`config.mk`:
```
export PLATFORM = sky130hd
export DESIGN_NAME = ooo_core
export DESIGN_NICKNAME = d
export VERILOG_FILES = /design/src/hw/ooo_pkg.sv /design/src/hw/alu_unit.sv /design/src/hw/ooo_core.sv /design/src/hw/reorder_buf.sv /design/src/hw/res_station.sv /design/src/hw/wb_dispatch.sv
export VERILOG_INCLUDE_DIRS = /design/src /design/src/hw
export SDC_FILE = /design/constraint.sdc
export NUM_CORES = 1
export LEC_CHECK = 0
export BUFFER_PORTS_ARGS = -buffer_cell sky130_fd_sc_hd__buf_2
export CORE_UTILIZATION = 40
export DETAILED_ROUTE_END_ITERATION = 10
export PLACE_DENSITY = 0.58
export SLEW_MARGIN = 20
export SYNTH_ARGS = -nofsm -noshare
export SYNTH_HDL_FRONTEND = slang
export SYNTH_SLANG_ARGS = --single-unit
```
`constraint.sdc`:
```
create_clock -name clock -period 8.17 [get_ports clock]
set_input_delay 1.2255 -clock clock [delete_from_list [all_inputs] [get_ports clock]]
set_output_delay 1.2255 -clock clock [all_outputs]
set_load 0.01 [all_outputs]
```
`src/hw/ooo_cfg.svh`:
```
// width and depth macros for the out-of-order execution slice
`ifndef OOO_CFG_SVH
`define OOO_CFG_SVH

////////////////////////////////////////////////////////////
// datapath widths
////////////////////////////////////////////////////////////

// result bus, commit and wishbone data
`define OOO_DATA_W 32
// immediate operands inside the instruction word
`define OOO_OPND_W 12
// destination register index
`define OOO_REG_W 5

////////////////////////////////////////////////////////////
// structure sizes
////////////////////////////////////////////////////////////

// reorder buffer entries, tag must cover them
`define OOO_ROB_DEPTH 8
`define OOO_TAG_W 3
`define OOO_RS_DEPTH 4
// cycles from mul issue to result bus
`define OOO_MUL_LAT 3

`endif

```
`src/hw/ooo_pkg.sv`:
```
// opcode, tag, instruction word, issue and result bus types
`default_nettype none

`include "ooo_cfg.svh"

package ooo_pkg;

	// opcodes, top three bits of the word
	typedef enum logic [2:0] {
		OP_ADD = 3'd0,
		OP_SUB = 3'd1,
		OP_AND = 3'd2,
		OP_OR  = 3'd3,
		OP_XOR = 3'd4,
		OP_SHL = 3'd5,
		OP_MUL = 3'd6,
		OP_ILL = 3'd7
	} op_e;

	// reorder buffer index
	typedef logic [`OOO_TAG_W-1:0] tag_t;

	// instruction word as written over wishbone
	typedef struct packed {
		op_e                    op;
		logic [`OOO_REG_W-1:0]  rd;
		logic [`OOO_OPND_W-1:0] opa;
		logic [`OOO_OPND_W-1:0] opb;
	} instr_t;

	// station entry, also what goes to the alu
	typedef struct packed {
		op_e                    op;
		logic [`OOO_OPND_W-1:0] opa;
		logic [`OOO_OPND_W-1:0] opb;
		tag_t                   tag;
	} issue_t;

	// one result on the common bus
	typedef struct packed {
		tag_t                   tag;
		logic [`OOO_DATA_W-1:0] data;
	} cdb_t;

endpackage

`default_nettype wire

```
`src/hw/alu_unit.sv`:
```
// single-cycle alu and pipelined multiplier on one result bus
`timescale 1ns/1ps
`default_nettype none

`include "ooo_cfg.svh"

module alu_unit import ooo_pkg::*; (
	input  logic   clock,
	input  logic   arst_n,
	input  logic   issue_valid,
	input  issue_t issue,
	output logic   mul_busy_next,
	output logic   cdb_valid,
	output cdb_t   cdb
);

	localparam int DW = `OOO_DATA_W;
	localparam int LAT = `OOO_MUL_LAT;

	logic [DW-1:0] opa_ext;
	logic [DW-1:0] opb_ext;
	logic [DW-1:0] alu_res;
	logic is_mul;
	logic res_valid;
	tag_t res_tag;
	logic [DW-1:0] res_data;
	logic [LAT-1:0] mul_v;
	tag_t mul_tag [LAT];
	logic [DW-1:0] mul_data [LAT];

	// immediates are zero extended
	assign opa_ext = DW'(issue.opa);
	assign opb_ext = DW'(issue.opb);
	assign is_mul = (issue.op == OP_MUL);

	always_comb begin
		case (issue.op)
			OP_ADD: alu_res = opa_ext + opb_ext;
			OP_SUB: alu_res = opa_ext - opb_ext;
			OP_AND: alu_res = opa_ext & opb_ext;
			OP_OR: alu_res = opa_ext | opb_ext;
			OP_XOR: alu_res = opa_ext ^ opb_ext;
			OP_SHL: alu_res = opa_ext << opb_ext[4:0];
			// low word of the product
			OP_MUL: alu_res = opa_ext * opb_ext;
			default: alu_res = '0;
		endcase
	end

	always_ff @(posedge clock or negedge arst_n) begin
		if (!arst_n) begin
			res_valid <= 1'b0;
			mul_v <= '0;
		end else begin
			res_valid <= issue_valid & ~is_mul;
			mul_v <= {mul_v[LAT-2:0], issue_valid & is_mul};
		end
	end

	// tags and data shift with the valid bits
	always_ff @(posedge clock) begin
		res_tag <= issue.tag;
		res_data <= alu_res;
		mul_tag[0] <= issue.tag;
		mul_data[0] <= alu_res;
		for (int k = 1; k < LAT; k++) begin
			mul_tag[k] <= mul_tag[k-1];
			mul_data[k] <= mul_data[k-1];
		end
	end

	// station looks at this before issuing a single-cycle op
	assign mul_busy_next = mul_v[LAT-2];

	assign cdb_valid = mul_v[LAT-1] | res_valid;
	assign cdb = mul_v[LAT-1] ? cdb_t'{tag: mul_tag[LAT-1], data: mul_data[LAT-1]}
	                          : cdb_t'{tag: res_tag, data: res_data};

endmodule

`default_nettype wire

```
`src/hw/ooo_core.sv`:
```
// top level, dispatch feeds station and rob, alu results return on one bus
`timescale 1ns/1ps
`default_nettype none

`include "ooo_cfg.svh"

module ooo_core import ooo_pkg::*; (
	input  logic                    clock,
	input  logic                    arst_n,
	input  logic                    wb_cyc,
	input  logic                    wb_stb,
	input  logic                    wb_we,
	input  logic [`OOO_DATA_W-1:0]  wb_dat_w,
	output logic                    wb_ack,
	output logic [`OOO_DATA_W-1:0]  wb_dat_r,
	output logic                    commit_valid,
	output logic [`OOO_REG_W-1:0]   commit_rd,
	output logic [`OOO_DATA_W-1:0]  commit_data,
	output logic                    commit_error
);

	// dispatch to rob
	logic rob_full;
	tag_t alloc_tag;
	logic alloc_valid;
	logic [`OOO_REG_W-1:0] alloc_rd;
	logic alloc_illegal;
	// dispatch to station
	logic rs_full;
	logic rs_load;
	issue_t rs_entry;
	// station to alu
	logic issue_valid;
	issue_t issue;
	logic mul_busy_next;
	// result bus
	logic cdb_valid;
	cdb_t cdb;

	wb_dispatch dispatch_i (
		.clock, .arst_n,
		.wb_cyc, .wb_stb, .wb_we, .wb_dat_w,
		.rob_full, .rs_full, .alloc_tag, .commit_valid,
		.wb_ack, .wb_dat_r,
		.alloc_valid, .alloc_rd, .alloc_illegal,
		.rs_load, .rs_entry
	);

	res_station station_i (
		.clock, .arst_n,
		.rs_load, .rs_entry, .mul_busy_next,
		.rs_full, .issue_valid, .issue
	);

	alu_unit alu_i (
		.clock, .arst_n,
		.issue_valid, .issue,
		.mul_busy_next, .cdb_valid, .cdb
	);

	reorder_buf rob_i (
		.clock, .arst_n,
		.alloc_valid, .alloc_rd, .alloc_illegal,
		.cdb_valid, .cdb,
		.rob_full, .alloc_tag,
		.commit_valid, .commit_rd, .commit_data, .commit_error
	);

endmodule

`default_nettype wire

```
`src/hw/reorder_buf.sv`:
```
// circular reorder buffer, results written by tag, retired in order
`timescale 1ns/1ps
`default_nettype none

`include "ooo_cfg.svh"

module reorder_buf import ooo_pkg::*; (
	input  logic                    clock,
	input  logic                    arst_n,
	input  logic                    alloc_valid,
	input  logic [`OOO_REG_W-1:0]   alloc_rd,
	input  logic                    alloc_illegal,
	input  logic                    cdb_valid,
	input  cdb_t                    cdb,
	output logic                    rob_full,
	output tag_t                    alloc_tag,
	output logic                    commit_valid,
	output logic [`OOO_REG_W-1:0]   commit_rd,
	output logic [`OOO_DATA_W-1:0]  commit_data,
	output logic                    commit_error
);

	localparam int DEPTH = `OOO_ROB_DEPTH;

	tag_t head;
	tag_t tail;
	logic [`OOO_TAG_W:0] count;
	logic [DEPTH-1:0] done;
	logic [`OOO_REG_W-1:0] rd_mem [DEPTH];
	logic err_mem [DEPTH];
	logic [`OOO_DATA_W-1:0] data_mem [DEPTH];
	logic retire;

	assign rob_full = (count == DEPTH);
	assign alloc_tag = tail;
	// count check keeps stale done bits of freed slots out
	assign retire = (count != '0) & done[head];

	////////////////////////////////////////////////////////////
	// pointers, done bits, commit port
	////////////////////////////////////////////////////////////

	always_ff @(posedge clock or negedge arst_n) begin
		if (!arst_n) begin
			head <= '0;
			tail <= '0;
			count <= '0;
			done <= '0;
			commit_valid <= 1'b0;
			commit_rd <= '0;
			commit_data <= '0;
			commit_error <= 1'b0;
		end else begin
			// illegal entries are complete as soon as they arrive
			if (alloc_valid) begin
				done[tail] <= alloc_illegal;
				tail <= tail + 1'b1;
			end
			if (cdb_valid)
				done[cdb.tag] <= 1'b1;
			commit_valid <= retire;
			if (retire) begin
				commit_rd <= rd_mem[head];
				// error entries report zero data
				commit_data <= err_mem[head] ? '0 : data_mem[head];
				commit_error <= err_mem[head];
				head <= head + 1'b1;
			end
			count <= count + alloc_valid - retire;
		end
	end

	////////////////////////////////////////////////////////////
	// entry payload
	////////////////////////////////////////////////////////////

	always_ff @(posedge clock) begin
		if (alloc_valid) begin
			rd_mem[tail] <= alloc_rd;
			err_mem[tail] <= alloc_illegal;
		end
		if (cdb_valid)
			data_mem[cdb.tag] <= cdb.data;
	end

endmodule

`default_nettype wire

```
`src/hw/res_station.sv`:
```
// reservation station, operands are immediates so every entry is ready
`timescale 1ns/1ps
`default_nettype none

`include "ooo_cfg.svh"

module res_station import ooo_pkg::*; (
	input  logic   clock,
	input  logic   arst_n,
	input  logic   rs_load,
	input  issue_t rs_entry,
	input  logic   mul_busy_next,
	output logic   rs_full,
	output logic   issue_valid,
	output issue_t issue
);

	localparam int DEPTH = `OOO_RS_DEPTH;
	localparam int IDX_W = $clog2(DEPTH);

	logic [DEPTH-1:0] valid;
	issue_t slot [DEPTH];
	logic [DEPTH-1:0] eligible;
	logic [IDX_W-1:0] pick_idx;
	logic [IDX_W-1:0] free_idx;

	assign rs_full = &valid;

	////////////////////////////////////////////////////////////
	// issue select
	////////////////////////////////////////////////////////////

	// single-cycle result would land on the mul result,
	// so only a mul may go while the pipe is about to drain
	always_comb begin
		for (int i = 0; i < DEPTH; i++)
			eligible[i] = valid[i] & (~mul_busy_next | (slot[i].op == OP_MUL));
	end

	// lowest index wins, scan from the top down
	always_comb begin
		pick_idx = '0;
		for (int i = DEPTH - 1; i >= 0; i--)
			if (eligible[i])
				pick_idx = IDX_W'(i);
	end

	assign issue_valid = |eligible;
	assign issue = slot[pick_idx];

	// lowest empty slot for the incoming entry
	always_comb begin
		free_idx = '0;
		for (int i = DEPTH - 1; i >= 0; i--)
			if (!valid[i])
				free_idx = IDX_W'(i);
	end

	////////////////////////////////////////////////////////////
	// entry state
	////////////////////////////////////////////////////////////

	always_ff @(posedge clock or negedge arst_n) begin
		if (!arst_n) begin
			valid <= '0;
		end else begin
			// issued slot is always a valid one, free slot never is
			if (issue_valid)
				valid[pick_idx] <= 1'b0;
			if (rs_load)
				valid[free_idx] <= 1'b1;
		end
	end

	always_ff @(posedge clock) begin
		if (rs_load)
			slot[free_idx] <= rs_entry;
	end

endmodule

`default_nettype wire

```
`src/hw/wb_dispatch.sv`:
```
// wishbone classic slave, instruction decode and allocation
// also keeps the committed instruction counter
`timescale 1ns/1ps
`default_nettype none

`include "ooo_cfg.svh"

module wb_dispatch import ooo_pkg::*; (
	input  logic                    clock,
	input  logic                    arst_n,
	input  logic                    wb_cyc,
	input  logic                    wb_stb,
	input  logic                    wb_we,
	input  logic [`OOO_DATA_W-1:0]  wb_dat_w,
	input  logic                    rob_full,
	input  logic                    rs_full,
	input  tag_t                    alloc_tag,
	input  logic                    commit_valid,
	output logic                    wb_ack,
	output logic [`OOO_DATA_W-1:0]  wb_dat_r,
	output logic                    alloc_valid,
	output logic [`OOO_REG_W-1:0]   alloc_rd,
	output logic                    alloc_illegal,
	output logic                    rs_load,
	output issue_t                  rs_entry
);

	instr_t word;
	logic req;
	logic can_write;
	logic accept;
	logic [`OOO_DATA_W-1:0] commit_cnt;

	assign word = instr_t'(wb_dat_w);
	// ack cycle is masked, so one strobe gives one allocation
	assign req = wb_cyc & wb_stb & ~wb_ack;
	// illegal words skip the station, only need a rob slot
	assign can_write = ~rob_full & (alloc_illegal | ~rs_full);
	assign accept = req & (~wb_we | can_write);

	assign alloc_illegal = (word.op == OP_ILL);
	assign alloc_valid = req & wb_we & can_write;
	assign alloc_rd = word.rd;
	assign rs_load = alloc_valid & ~alloc_illegal;
	assign rs_entry = issue_t'{op: word.op, opa: word.opa, opb: word.opb, tag: alloc_tag};

	always_ff @(posedge clock or negedge arst_n) begin
		if (!arst_n) begin
			wb_ack <= 1'b0;
			wb_dat_r <= '0;
			commit_cnt <= '0;
		end else begin
			wb_ack <= accept;
			// reads sample the count, writes leave it alone
			if (accept && !wb_we)
				wb_dat_r <= commit_cnt;
			if (commit_valid)
				commit_cnt <= commit_cnt + 1'b1;
		end
	end

endmodule

`default_nettype wire

```
# [Yosys cells after proc, flatten, opt, wreduce, memory -nomap -nowiden]
# Memories as Yosys holds them, arrays and structs flattened. A register that Yosys moved wholly into a read port is not among the register bits.
# Index checks and enable logic that the tools add are counted.
# Widths: inputs -> output; s select.
[classes] n_addsub=7 mul=1 div_mod_pow=0 order_cmp=9 n_eq_ne=12 shifts=1 muxes=32 bitwise=35 reduce_logical=11
[ops] operator="$pmux 32 s7" count=1
[ops] operator="$mux 35" count=1
[ops] operator="$add 32x1->32 const B" count=1
[ops] operator="$mux 32" count=1
[ops] operator="$shl 12x5->32" count=1
[ops] operator="$eq 3x3->1 const B" count=8
[ops] operator="$mul 12x12->24" count=1
[ops] operator="$mux 2" count=8
[ops] operator="$mux 8" count=2
[ops] operator="$and 1x1->1" count=14
[ops] operator="$add 12x12->13" count=1
[ops] operator="$sub 12x12->13" count=1
[ops] operator="$and 12x12->12" count=1
[ops] operator="$lt 3x4->1 const B" count=3
[ops] operator="$or 12x12->12" count=1
[ops] operator="$xor 12x12->12" count=1
[ops] operator="$mux 1" count=11
[ops] operator="$bwmux 8" count=1
[ops] operator="$mux 4" count=2
[ops] operator="$or 8x8->8" count=1
[ops] operator="$not 1->1" count=7
[ops] operator="$or 1x1->1" count=7
[ops] operator="$add 3x1->3 const B" count=2
[ops] operator="$demux 1 s3" count=2
[ops] operator="other kinds (19)" count=29
[word_totals] reg_bits=160 latch_bits=0 ramBits=529 mem_bits_ro=0 out_inout_bits=72 word_cells=129 memories=6
[memory_table] name="rob_i.data_mem" depth=8 width=32 rd=1 rd_ports_with_merged_regs=0 wr=1 line_no="reorder_buf.sv:31" text="logic [`OOO_DATA_W-1:0] data_mem [DEPTH];"
[memory_table] name="station_i.slot" depth=4 width=30 rd=5 rd_ports_with_merged_regs=0 wr=1 line_no="res_station.sv:22" text="issue_t slot [DEPTH];"
[memory_table] name="alu_i.mul_data" depth=3 width=32 rd=3 rd_ports_with_merged_regs=0 wr=3 line_no="alu_unit.sv:29" text="logic [DW-1:0] mul_data [LAT];"
[memory_table] name="rob_i.rd_mem" depth=8 width=5 rd=1 rd_ports_with_merged_regs=1 wr=1 line_no="reorder_buf.sv:29" text="logic [`OOO_REG_W-1:0] rd_mem [DEPTH];"
[memory_table] name="alu_i.mul_tag" depth=3 width=3 rd=3 rd_ports_with_merged_regs=0 wr=3 line_no="alu_unit.sv:28" text="tag_t mul_tag [LAT];"
[memory_table] name="rob_i.err_mem" depth=8 width=1 rd=1 rd_ports_with_merged_regs=0 wr=1 line_no="reorder_buf.sv:30" text="logic err_mem [DEPTH];"

# [Longest topological paths before layout]
# Gate-level depths: netlist of the first run.
# An unclocked memory read counts as a cell.
[logic_depth] ltp_word=17 ltp_mapped=32 mapped_depth_nobuf=27

# [Modules after synthesis]
# From an unflattened synthesis of the first run, not the netlist that was laid out.
[hier_totals] hier_cells=2385 area_unflattened_um2=32306.0
[by_module_without_submodules] module="reorder_buf" n_inst=1 cells_per_inst=655 area_per_inst_um2=14027.2
[by_module_without_submodules] module="alu_unit" n_inst=1 cells_per_inst=1154 area_per_inst_um2=10183.5
[by_module_without_submodules] module="res_station" n_inst=1 cells_per_inst=336 area_per_inst_um2=5119.9
[by_module_without_submodules] module="wb_dispatch" n_inst=1 cells_per_inst=240 area_per_inst_um2=2975.4

# [Worst setup path before layout of the first run]
# No wires, ideal clock.
[synth_path] kind="register -> register" startpoint="memory station_i.slot[0][27] (netlist name)" endpoint="register alu_i.res_data[21]" setup_ns=0.129 arrival_time_ns=6.946 required_time_ns=8.041 setup_slack_ns=1.095 path_stages_with_launch=30 period_less_slack_ns=7.075 cell_sequence="edfxtp_1 -> nand3b_1 -> a21boi_2 -> buf_6 -> buf_6 -> nor2_1 -> nand2_1 -> nor2_1 -> nor4_1 -> ha_1 -> inv_1 -> fa_1 -> inv_1 -> fa_1 -> fa_1 -> fa_1 -> inv_1 -> fa_1 -> inv_1 -> ha_1 -> clkbuf_1 -> a21o_1 -> a21o_1 -> a21oi_1 -> o31ai_1 -> a41o_1 -> a31oi_1 -> nor2b_1 -> xor2_1 -> o21ai_0"
[synth_lines] element="start, declared" line_no="res_station.sv:22"
[synth_lines] element="end signal, assigned" line_no="alu_unit.sv:63" text="res_data <= alu_res;"
[synth_lines] element="end, declared" line_no="alu_unit.sv:26" text="logic [DW-1:0] res_data;"

==> flow_metrics.env, run 1 <==
export IMPL_die_width_um=281
export IMPL_register_area_mm2=0.0181
export IMPL_synthesis_nets=2548
export IMPL_multi_input_comb_area_mm2=0.0120
export IMPL_grt_max_degree=84
export IMPL_syn_area_per_cell_um2=13.6
export IMPL_hold_violations=0
export IMPL_clock_insertion_delay_worst_skew_ps=600
export IMPL_finalWeightedCongestion=0.932
export IMPL_worst_slew_pin_slew_ps=1060
export IMPL_startpoint_type="flop"
export IMPL_worstHoldPathCells=0
export IMPL_top_level_port_count=109
export IMPL_global_route_overflow_total=0
export IMPL_total_setup_violations_reported_at_the_end_of_the_flow=0
export IMPL_htreeDepth=3
export IMPL_clk_path_buf_depth=3
export IMPL_design_die_area_mm2=0.0792
export IMPL_crit_path_top_delay_cell="sky130_fd_sc_hd__fa_1"
export IMPL_route_final_wire_length_um=75000
export IMPL_synth_most_common_cell="sky130_fd_sc_hd__edfxtp_1"
export IMPL_syn2layout_area_growth_pct=13.5
export IMPL_yosys_most_used_dff="sky130_fd_sc_hd__edfxtp_1"
export IMPL_outcome="complete, no violations"
export IMPL_rows=102
export IMPL_r2r_start="station_i.slot[0][27]"
export IMPL_critPathLaunch="station_i.slot[0][27]"
export IMPL_setup_worst_path_class="reg -> reg"
export IMPL_synth_top_cells_by_area="sky130_fd_sc_hd__edfxtp_1 (41%), sky130_fd_sc_hd__dfrtp_1 (10%), sky130_fd_sc_hd__dfxtp_1 (6.7%)"
export IMPL_drt_drc_violations_left=0
export IMPL_postSynth_asyncResetShare_pct=19.7
export IMPL_synth_top_cells_by_count="sky130_fd_sc_hd__edfxtp_1 (424), sky130_fd_sc_hd__nand2_1 (202), sky130_fd_sc_hd__inv_1 (187), sky130_fd_sc_hd__nor2_1 (162), sky130_fd_sc_hd__dfrtp_1 (130)"
export IMPL_final_cycle_share_pct=93.5
export IMPL_worst_ep_arrival_time_ps=8080
export IMPL_reg2reg_to="alu_i.res_data[21]"
export IMPL_synth_edff_count=424
export IMPL_worstPathMaxFanout=16
export IMPL_synth_seq_area_share_pct=57.9
export IMPL_via_count_of_the_first_global_routing_pass=19800
export IMPL_cts_tree="built"
export IMPL_grt_util_overall_pct=19.6
export IMPL_dr_first_iter_drc_count=1585
export IMPL_nets_finish=2682
export IMPL_core_mm2=0.0773
export IMPL_totalNegativeSetupSlack_ps=0
export IMPL_post_route_cells_drive_above_1_share_pct=19.8
export IMPL_synth_seq_cells=659
export IMPL_period_needed_ps=7640
export IMPL_timing_max_slew_rel_slack_pct=29.4
export IMPL_netlist_area_mm2=0.0312
export IMPL_timing_final_max_slew_violations=0
export IMPL_initial_utilization_pct=40.4
export IMPL_worst_r2r_cell_count=26
export IMPL_dr_total_vias=18900
export IMPL_fmaxAchievable_ghz=0.131
export IMPL_critical_path_max_stage_delay_ps=540
export IMPL_ys_warnings_count=0
export IMPL_avgRoutedWirePerCell_um=21.3
export IMPL_clock_skew_final_ps=28.7
export IMPL_cts_hold_buffers_added=0
export IMPL_io_buffers=108
export IMPL_cts_buffers_inserted=70
export IMPL_die_h_um=281
export IMPL_min_to="alu_i.mul_tag[0][8]"
export IMPL_cts_sinks=659
export IMPL_synth_cells=2300
export IMPL_antenna_cells_inserted=0
export IMPL_min_delay_start="alu_i.mul_tag[0][5]"
export IMPL_clkTransAtPathRegs_ps=60
export IMPL_routed_via_density=5.35
export IMPL_maxCapViolations=0
export IMPL_number_of_different_library_cells_in_the_post_synthesis_netlist=92
export IMPL_hpwlAfterDp_um=51600
export IMPL_worstHoldPathType="reg -> reg"
export IMPL_cts_repair_timing_setup_buffer_count=0
export IMPL_synthDominantAreaCellType="sky130_fd_sc_hd__edfxtp_1"
export IMPL_unrepaired_setup_endpoints_after_global_routing="false"
export IMPL_postLayoutCoreUtil_pct=45.9
export IMPL_regToRegSetupSlack_ps=530
export IMPL_synth_top_area_share_pct=40.7
export IMPL_number_of_antenna_violations_at_the_first_check_in_global_routing=0
export IMPL_first_pass_grt_wire_length_um=118000
export IMPL_root_buffer="sky130_fd_sc_hd__clkbuf_16"
export IMPL_setup_worst_path_end_class="flop"
export IMPL_fillers=6880
export IMPL_number_of_routed_nets_with_antenna_violations=0
export IMPL_data_required_critical_path_ps=8610
export IMPL_firstDrtPassIters=5
==> flip-flops by register name, summed over array words and instances, names as in the netlist, 2 cells and up <==
name / count
alu_i.res_tag: 2
station_i.valid: 4
rob_i.err_mem: 8
alu_i.mul_data: 65
dispatch_i.commit_cnt: 32
alu_i.mul_v: 3
rob_i.done: 8
rob_i.commit_rd: 5
rob_i.data_mem: 256
rob_i.count: 4
rob_i.alloc_tag: 3
rob_i.head: 3
rob_i.commit_data: 32
station_i.slot: 120
dispatch_i.wb_dat_r: 32
alu_i.res_data: 31
rob_i.rd_mem: 40
alu_i.mul_tag: 7
==> what timing repair did <==
| action | 4_1_cts | 5_1_grt |
|---|---|---|
| hold endpoints to repair | 0 | 0 |
| resized for setup | 0 | 1 |
| endpoints found under the setup margin | 0 | 1 |
==> cells by family (layout without fill, tap and decap cells) <==
family | after synthesis | after routing | synth area share, %
adders and majority gates | 211 | 211 | 10.9
buffers and inverters | 307 | 497 | 4.12
DFF | 659 | 659 | 57.9
AOI/OAI and AO/OA | 322 | 322 | 7.36
and+or+nand+nor | 531 | 531 | 7.86
xor gates and xnor gates | 64 | 64 | 1.79
muxes | 206 | 206 | 10.1
==> worst max path at each step <==
stage               slack (ps)  depth (start not counted)            endpoint
finish                     530                         26  alu_i.res_data[21]
global route                70                         25  alu_i.res_data[23]
CTS                        540                         28  alu_i.res_data[21]
detailed placement         580                         28  alu_i.res_data[22]
global placement           710                         24  alu_i.res_data[23]
floorplan                 1100                         29  alu_i.res_data[21]
==> final cells by class <==
cell class              count  area share (%)
inverters                 199            2.16
multi-input cells        1334            33.8
repair buffers            170            2.85
well taps                1040            3.67
flip-flops and latches    659            51.0
clock inverters            27           0.734
clock buffers             101            5.76
==> critical path: cells and delay by family (launching register included) <==
kind,cells,cell delay [ps]
adders and majority gates,7,3040
AOI/OAI and AO/OA,7,1940
and+or+nand+nor,5,1080
buffers and inverters,6,870
DFF,1,390
xor gates and xnor gates,1,150
==> placed cells by master, fill, tap and decap left out, types with 9 or more instances in the layout <==
cell and instances:
sky130_fd_sc_hd__edfxtp_1 424, sky130_fd_sc_hd__nand2_1 201, sky130_fd_sc_hd__inv_1 187, sky130_fd_sc_hd__nor2_1 152, sky130_fd_sc_hd__dfrtp_1 126, sky130_fd_sc_hd__ha_1 108, sky130_fd_sc_hd__buf_2 107, sky130_fd_sc_hd__dfxtp_1 105
sky130_fd_sc_hd__fa_1 103, sky130_fd_sc_hd__o21ai_0 82, sky130_fd_sc_hd__mux4_2 79, sky130_fd_sc_hd__clkbuf_16 74, sky130_fd_sc_hd__mux2_2 72, sky130_fd_sc_hd__buf_4 62, sky130_fd_sc_hd__mux2i_1 54, sky130_fd_sc_hd__a21oi_1 46
sky130_fd_sc_hd__xnor2_1 43, sky130_fd_sc_hd__nand3_1 30, sky130_fd_sc_hd__o211ai_1 23, sky130_fd_sc_hd__xor2_1 21, sky130_fd_sc_hd__nor3_1 20, sky130_fd_sc_hd__and3_1 18, sky130_fd_sc_hd__clkbuf_1 18, sky130_fd_sc_hd__nand4_1 16
sky130_fd_sc_hd__a21o_1 16, sky130_fd_sc_hd__o221ai_1 13, sky130_fd_sc_hd__or3_1 13, sky130_fd_sc_hd__clkinv_1 10, sky130_fd_sc_hd__a31oi_1 10, sky130_fd_sc_hd__a22oi_1 10, sky130_fd_sc_hd__a211oi_1 9, sky130_fd_sc_hd__nand2b_1 9
sky130_fd_sc_hd__clkbuf_8 9
==> metal layers <==
layer  share of wire (%)  GRT usage [%]  routed length, um  vias up
met5                   0              0                  0        -
met4                 3.3           7.19               2470        0
met3                 4.5           2.86               3370      150
met2                  48           32.3              36200      536
met1                  44           26.3              33000     9585
li1                    -              -                  -     8613
==> through the flow <==
step,hold WS (ps),setup slack [ps],cell area [um^2],cells
2_1_floorplan,310,1100,31200,2300
3_3_place_gp,310,707,33100,3402
3_5_place_dp,312,578,33100,3402
4_1_cts,306,541,35400,3530
5_1_grt,316,69.5,35500,3530
6_report,306,532,35500,3530
Power of run 1 is left out: the tool's default activity adds up to more than one toggle a clock period on the data nets, which glitch-free logic cannot reach.
==> run 2: changes to the inputs <==
Settings changed: ABC_AREA from default to 1, ABC_CLOCK_PERIOD_IN_PS from default to 8170.
==> run 2 against run 1 <==
Compared with the run above: synthesized cell count is 36% higher; via count rose by 18%; design area grew 1.2%; hold slack better by 9.2 ps; maximum frequency up 6.7%; largest cell class unchanged.
==> flow_metrics.env, run 2 <==
export IMPL_worst_slew_pin_slew_ps=1080
export IMPL_worst_path_most_repeated_cell="sky130_fd_sc_hd__nand2_1"
export IMPL_syn_area_per_cell_um2=10.2
export IMPL_layout_top_registers="rob_i.data_mem x256, station_i.slot x120, alu_i.mul_data x65"
export IMPL_drt_drc_violations_left=0
export IMPL_worstHoldPathType="reg -> reg"
export IMPL_via_count_of_the_first_global_routing_pass=21900
export IMPL_number_of_different_library_cells_in_the_post_synthesis_netlist=54
export IMPL_period_needed_ps=7160
export IMPL_syn2layout_area_growth_pct=12.1
export IMPL_worst_r2r_cell_count=30
export IMPL_synth_most_common_cell="sky130_fd_sc_hd__nand2_1"
export IMPL_final_cycle_share_pct=87.6
export IMPL_path_delay_family="adder cells"
export IMPL_number_of_routed_nets_with_antenna_violations=0
export IMPL_dr_total_vias=22200
export IMPL_hpwlAfterDp_um=54200
export IMPL_fmaxAchievable_ghz=0.140
export IMPL_clock_skew_final_ps=23.3
export IMPL_postSynth_asyncResetShare_pct=19.7
export IMPL_cts_buffers_inserted=69
export IMPL_initial_utilization_pct=40.5
export IMPL_post_cts_resize_count=0
export IMPL_r2r_start="alu_i.mul_v[1]"
export IMPL_route_final_wire_length_um=81900
export IMPL_avgRoutedWirePerCell_um=18.9
export IMPL_most_common_layout_cells="sky130_fd_sc_hd__nand2_1 (703), sky130_fd_sc_hd__edfxtp_1 (424), sky130_fd_sc_hd__nor2_1 (310)"
export IMPL_startpoint_type="flop"
export IMPL_register_name_with_the_most_flops="rob_i.data_mem"
export IMPL_crit_path_top_delay_cell="sky130_fd_sc_hd__fa_1"
export IMPL_layout_cells_most_common="sky130_fd_sc_hd__nand2_1"
export IMPL_synth_top_area_share_pct=39.8
export IMPL_cts_hold_buffers_added=0
export IMPL_synth_edff_count=424
export IMPL_postLayoutCoreUtil_pct=45.4
export IMPL_total_setup_violations_reported_at_the_end_of_the_flow=0
export IMPL_synthDominantAreaCellType="sky130_fd_sc_hd__edfxtp_1"
export IMPL_dr_first_iter_drc_count=1888
export IMPL_io_buffers=108
export IMPL_hold_violations=0
export IMPL_die_width_um=285
export IMPL_largest_register_ffs=256
export IMPL_first_pass_grt_wire_length_um=128000
export IMPL_grt_util_overall_pct=20.4
export IMPL_netlist_area_mm2=0.0320
export IMPL_yosys_most_used_dff="sky130_fd_sc_hd__edfxtp_1"
export IMPL_design_die_area_mm2=0.0811
export IMPL_htreeDepth=3
export IMPL_cts_tree="built"
export IMPL_cts_repair_timing_setup_buffer_count=0
export IMPL_root_buffer="sky130_fd_sc_hd__clkbuf_16"
export IMPL_cts_sinks=659
export IMPL_outcome="complete, no violations"
export IMPL_reg2reg_to="alu_i.res_data[18]"
export IMPL_routed_via_density=5.13
export IMPL_worstPathBufferInverterCount=6
export IMPL_global_route_overflow_total=0
export IMPL_clkTransAtPathRegs_ps=60
export IMPL_synthesis_nets=3380
export IMPL_timing_final_max_slew_violations=0
export IMPL_unrepaired_setup_endpoints_after_global_routing="false"
export IMPL_regToRegSetupSlack_ps=1010
export IMPL_totalNegativeSetupSlack_ps=0
export IMPL_grt_max_degree=106
export IMPL_critical_path_max_stage_delay_ps=540
export IMPL_clk_path_buf_depth=3
export IMPL_setup_worst_path_class="reg -> reg"
export IMPL_core_mm2=0.0790
export IMPL_antenna_cells_inserted=0
export IMPL_timing_max_slew_rel_slack_pct=28.0
export IMPL_worstPathMaxFanout=28
export IMPL_data_required_critical_path_ps=8650
export IMPL_cell_depth_of_the_worst_setup_path=30
export IMPL_worst_ep_arrival_time_ps=7640
export IMPL_finalWeightedCongestion=0.946
export IMPL_clock_insertion_delay_worst_skew_ps=610
export IMPL_top_level_port_count=109
export IMPL_die_h_um=285
export IMPL_synth_seq_area_share_pct=56.5
export IMPL_critPathLaunch="alu_i.mul_v[1]"
export IMPL_maxCapViolations=0
export IMPL_number_of_antenna_violations_at_the_first_check_in_global_routing=0
export IMPL_synth_cells=3132
export IMPL_synth_seq_cells=659
export IMPL_setup_worst_path_end_class="flop"
export IMPL_synth_top_cells_by_count="sky130_fd_sc_hd__nand2_1 (703), sky130_fd_sc_hd__edfxtp_1 (424), sky130_fd_sc_hd__nor2_1 (322), sky130_fd_sc_hd__inv_1 (283), sky130_fd_sc_hd__o21ai_0 (234)"
export IMPL_nets_finish=3472
export IMPL_synth_top_cells_by_area="sky130_fd_sc_hd__edfxtp_1 (40%), sky130_fd_sc_hd__dfrtp_1 (10%), sky130_fd_sc_hd__nand2_1 (8.2%)"
export IMPL_post_route_cells_drive_above_1_share_pct=10.9
export IMPL_firstDrtPassIters=7
export IMPL_crit_end="alu_i.res_data[18]"
export IMPL_rows=103
export IMPL_ys_warnings_count=0
-- run 2: cell types whose count changed in the layout (fill, tap and decap cells not counted), sizes merged, moves of 24 or more --
cell / change
a21oi: +25
a22o: +31
buf: -24
inv: +111
mux2: -62
mux2i: -54
mux4: -79
nand2: +527
nand3: +125
nor2: +179
o21ai: +156
o22ai: +81
xnor2: -37
-- run 2: per-stage QoR --
stage / cells / hold slack, ps / setup WS, ps / instance area [um^2]
4_1_cts: 4330 / 314 / 1100 / 35900
5_1_grt: 4330 / 321 / 429 / 35900
3_5_place_dp: 4203 / 312 / 1150 / 33600
6_report: 4330 / 315 / 1010 / 35900
3_3_place_gp: 4203 / 310 / 1220 / 33600
2_1_floorplan: 3132 / 310 / 2100 / 32000
-- run 2: worst min-delay path by stage --
stage                           from  depth (start not counted)               endpoint  slack, ps
2_1_floorplan  alu_i.mul_data[0][32]                          0  alu_i.mul_data[0][64]        310
3_3_place_gp   alu_i.mul_data[0][49]                          0  alu_i.mul_data[0][81]        310
3_5_place_dp   alu_i.mul_data[0][52]                          0  alu_i.mul_data[0][84]        310
4_1_cts        alu_i.mul_data[0][51]                          0  alu_i.mul_data[0][83]        310
5_1_grt        alu_i.mul_data[0][51]                          0  alu_i.mul_data[0][83]        320
6_report       alu_i.mul_data[0][51]                          0  alu_i.mul_data[0][83]        320
-- run 2: final cells by class --
cell class | instances | area [um^2]
Multi-Input combinational cell | 2039 | 12200
Fill cell | 7416 | 43100
Clock inverter | 30 | 272
Inverter | 309 | 1160
Tap cell | 1050 | 1310
Clock buffer | 97 | 1960
Sequential cell | 659 | 18100
Timing Repair Buffer | 146 | 832
-- run 2: worst register-to-register path, delay by kind of cell, from the launching register on --
kind | cells | cell delay (ps)
xor gates and xnor gates | 1 | 180
adders and majority gates | 7 | 2980
and+or+nand+nor | 12 | 1900
AOI/OAI and AO/OA | 4 | 990
buffers and inverters | 6 | 490
DFF | 1 | 460
-- run 2: cells by family (layout without fill, tap and decap cells) --
family | Yosys count | after routing | synth area share [%]
AOI/OAI and AO/OA | 480 | 480 | 8.59
xor gates and xnor gates | 46 | 46 | 1.26
adders and majority gates | 211 | 211 | 10.7
buffers and inverters | 434 | 582 | 5.46
DFF | 659 | 659 | 56.5
muxes | 11 | 11 | 0.387
and+or+nand+nor | 1291 | 1291 | 17.1
-- run 2: per-layer routing --
layer	wire length (um)	GRT usage, %	up-vias
li1	-	-	10700
met1	37300	28.1	10800
met2	37900	32.8	634
met3	4340	3.31	134
met4	2390	6.75	0
met5	0	0	-
Power of run 2 is left out for the same reason.
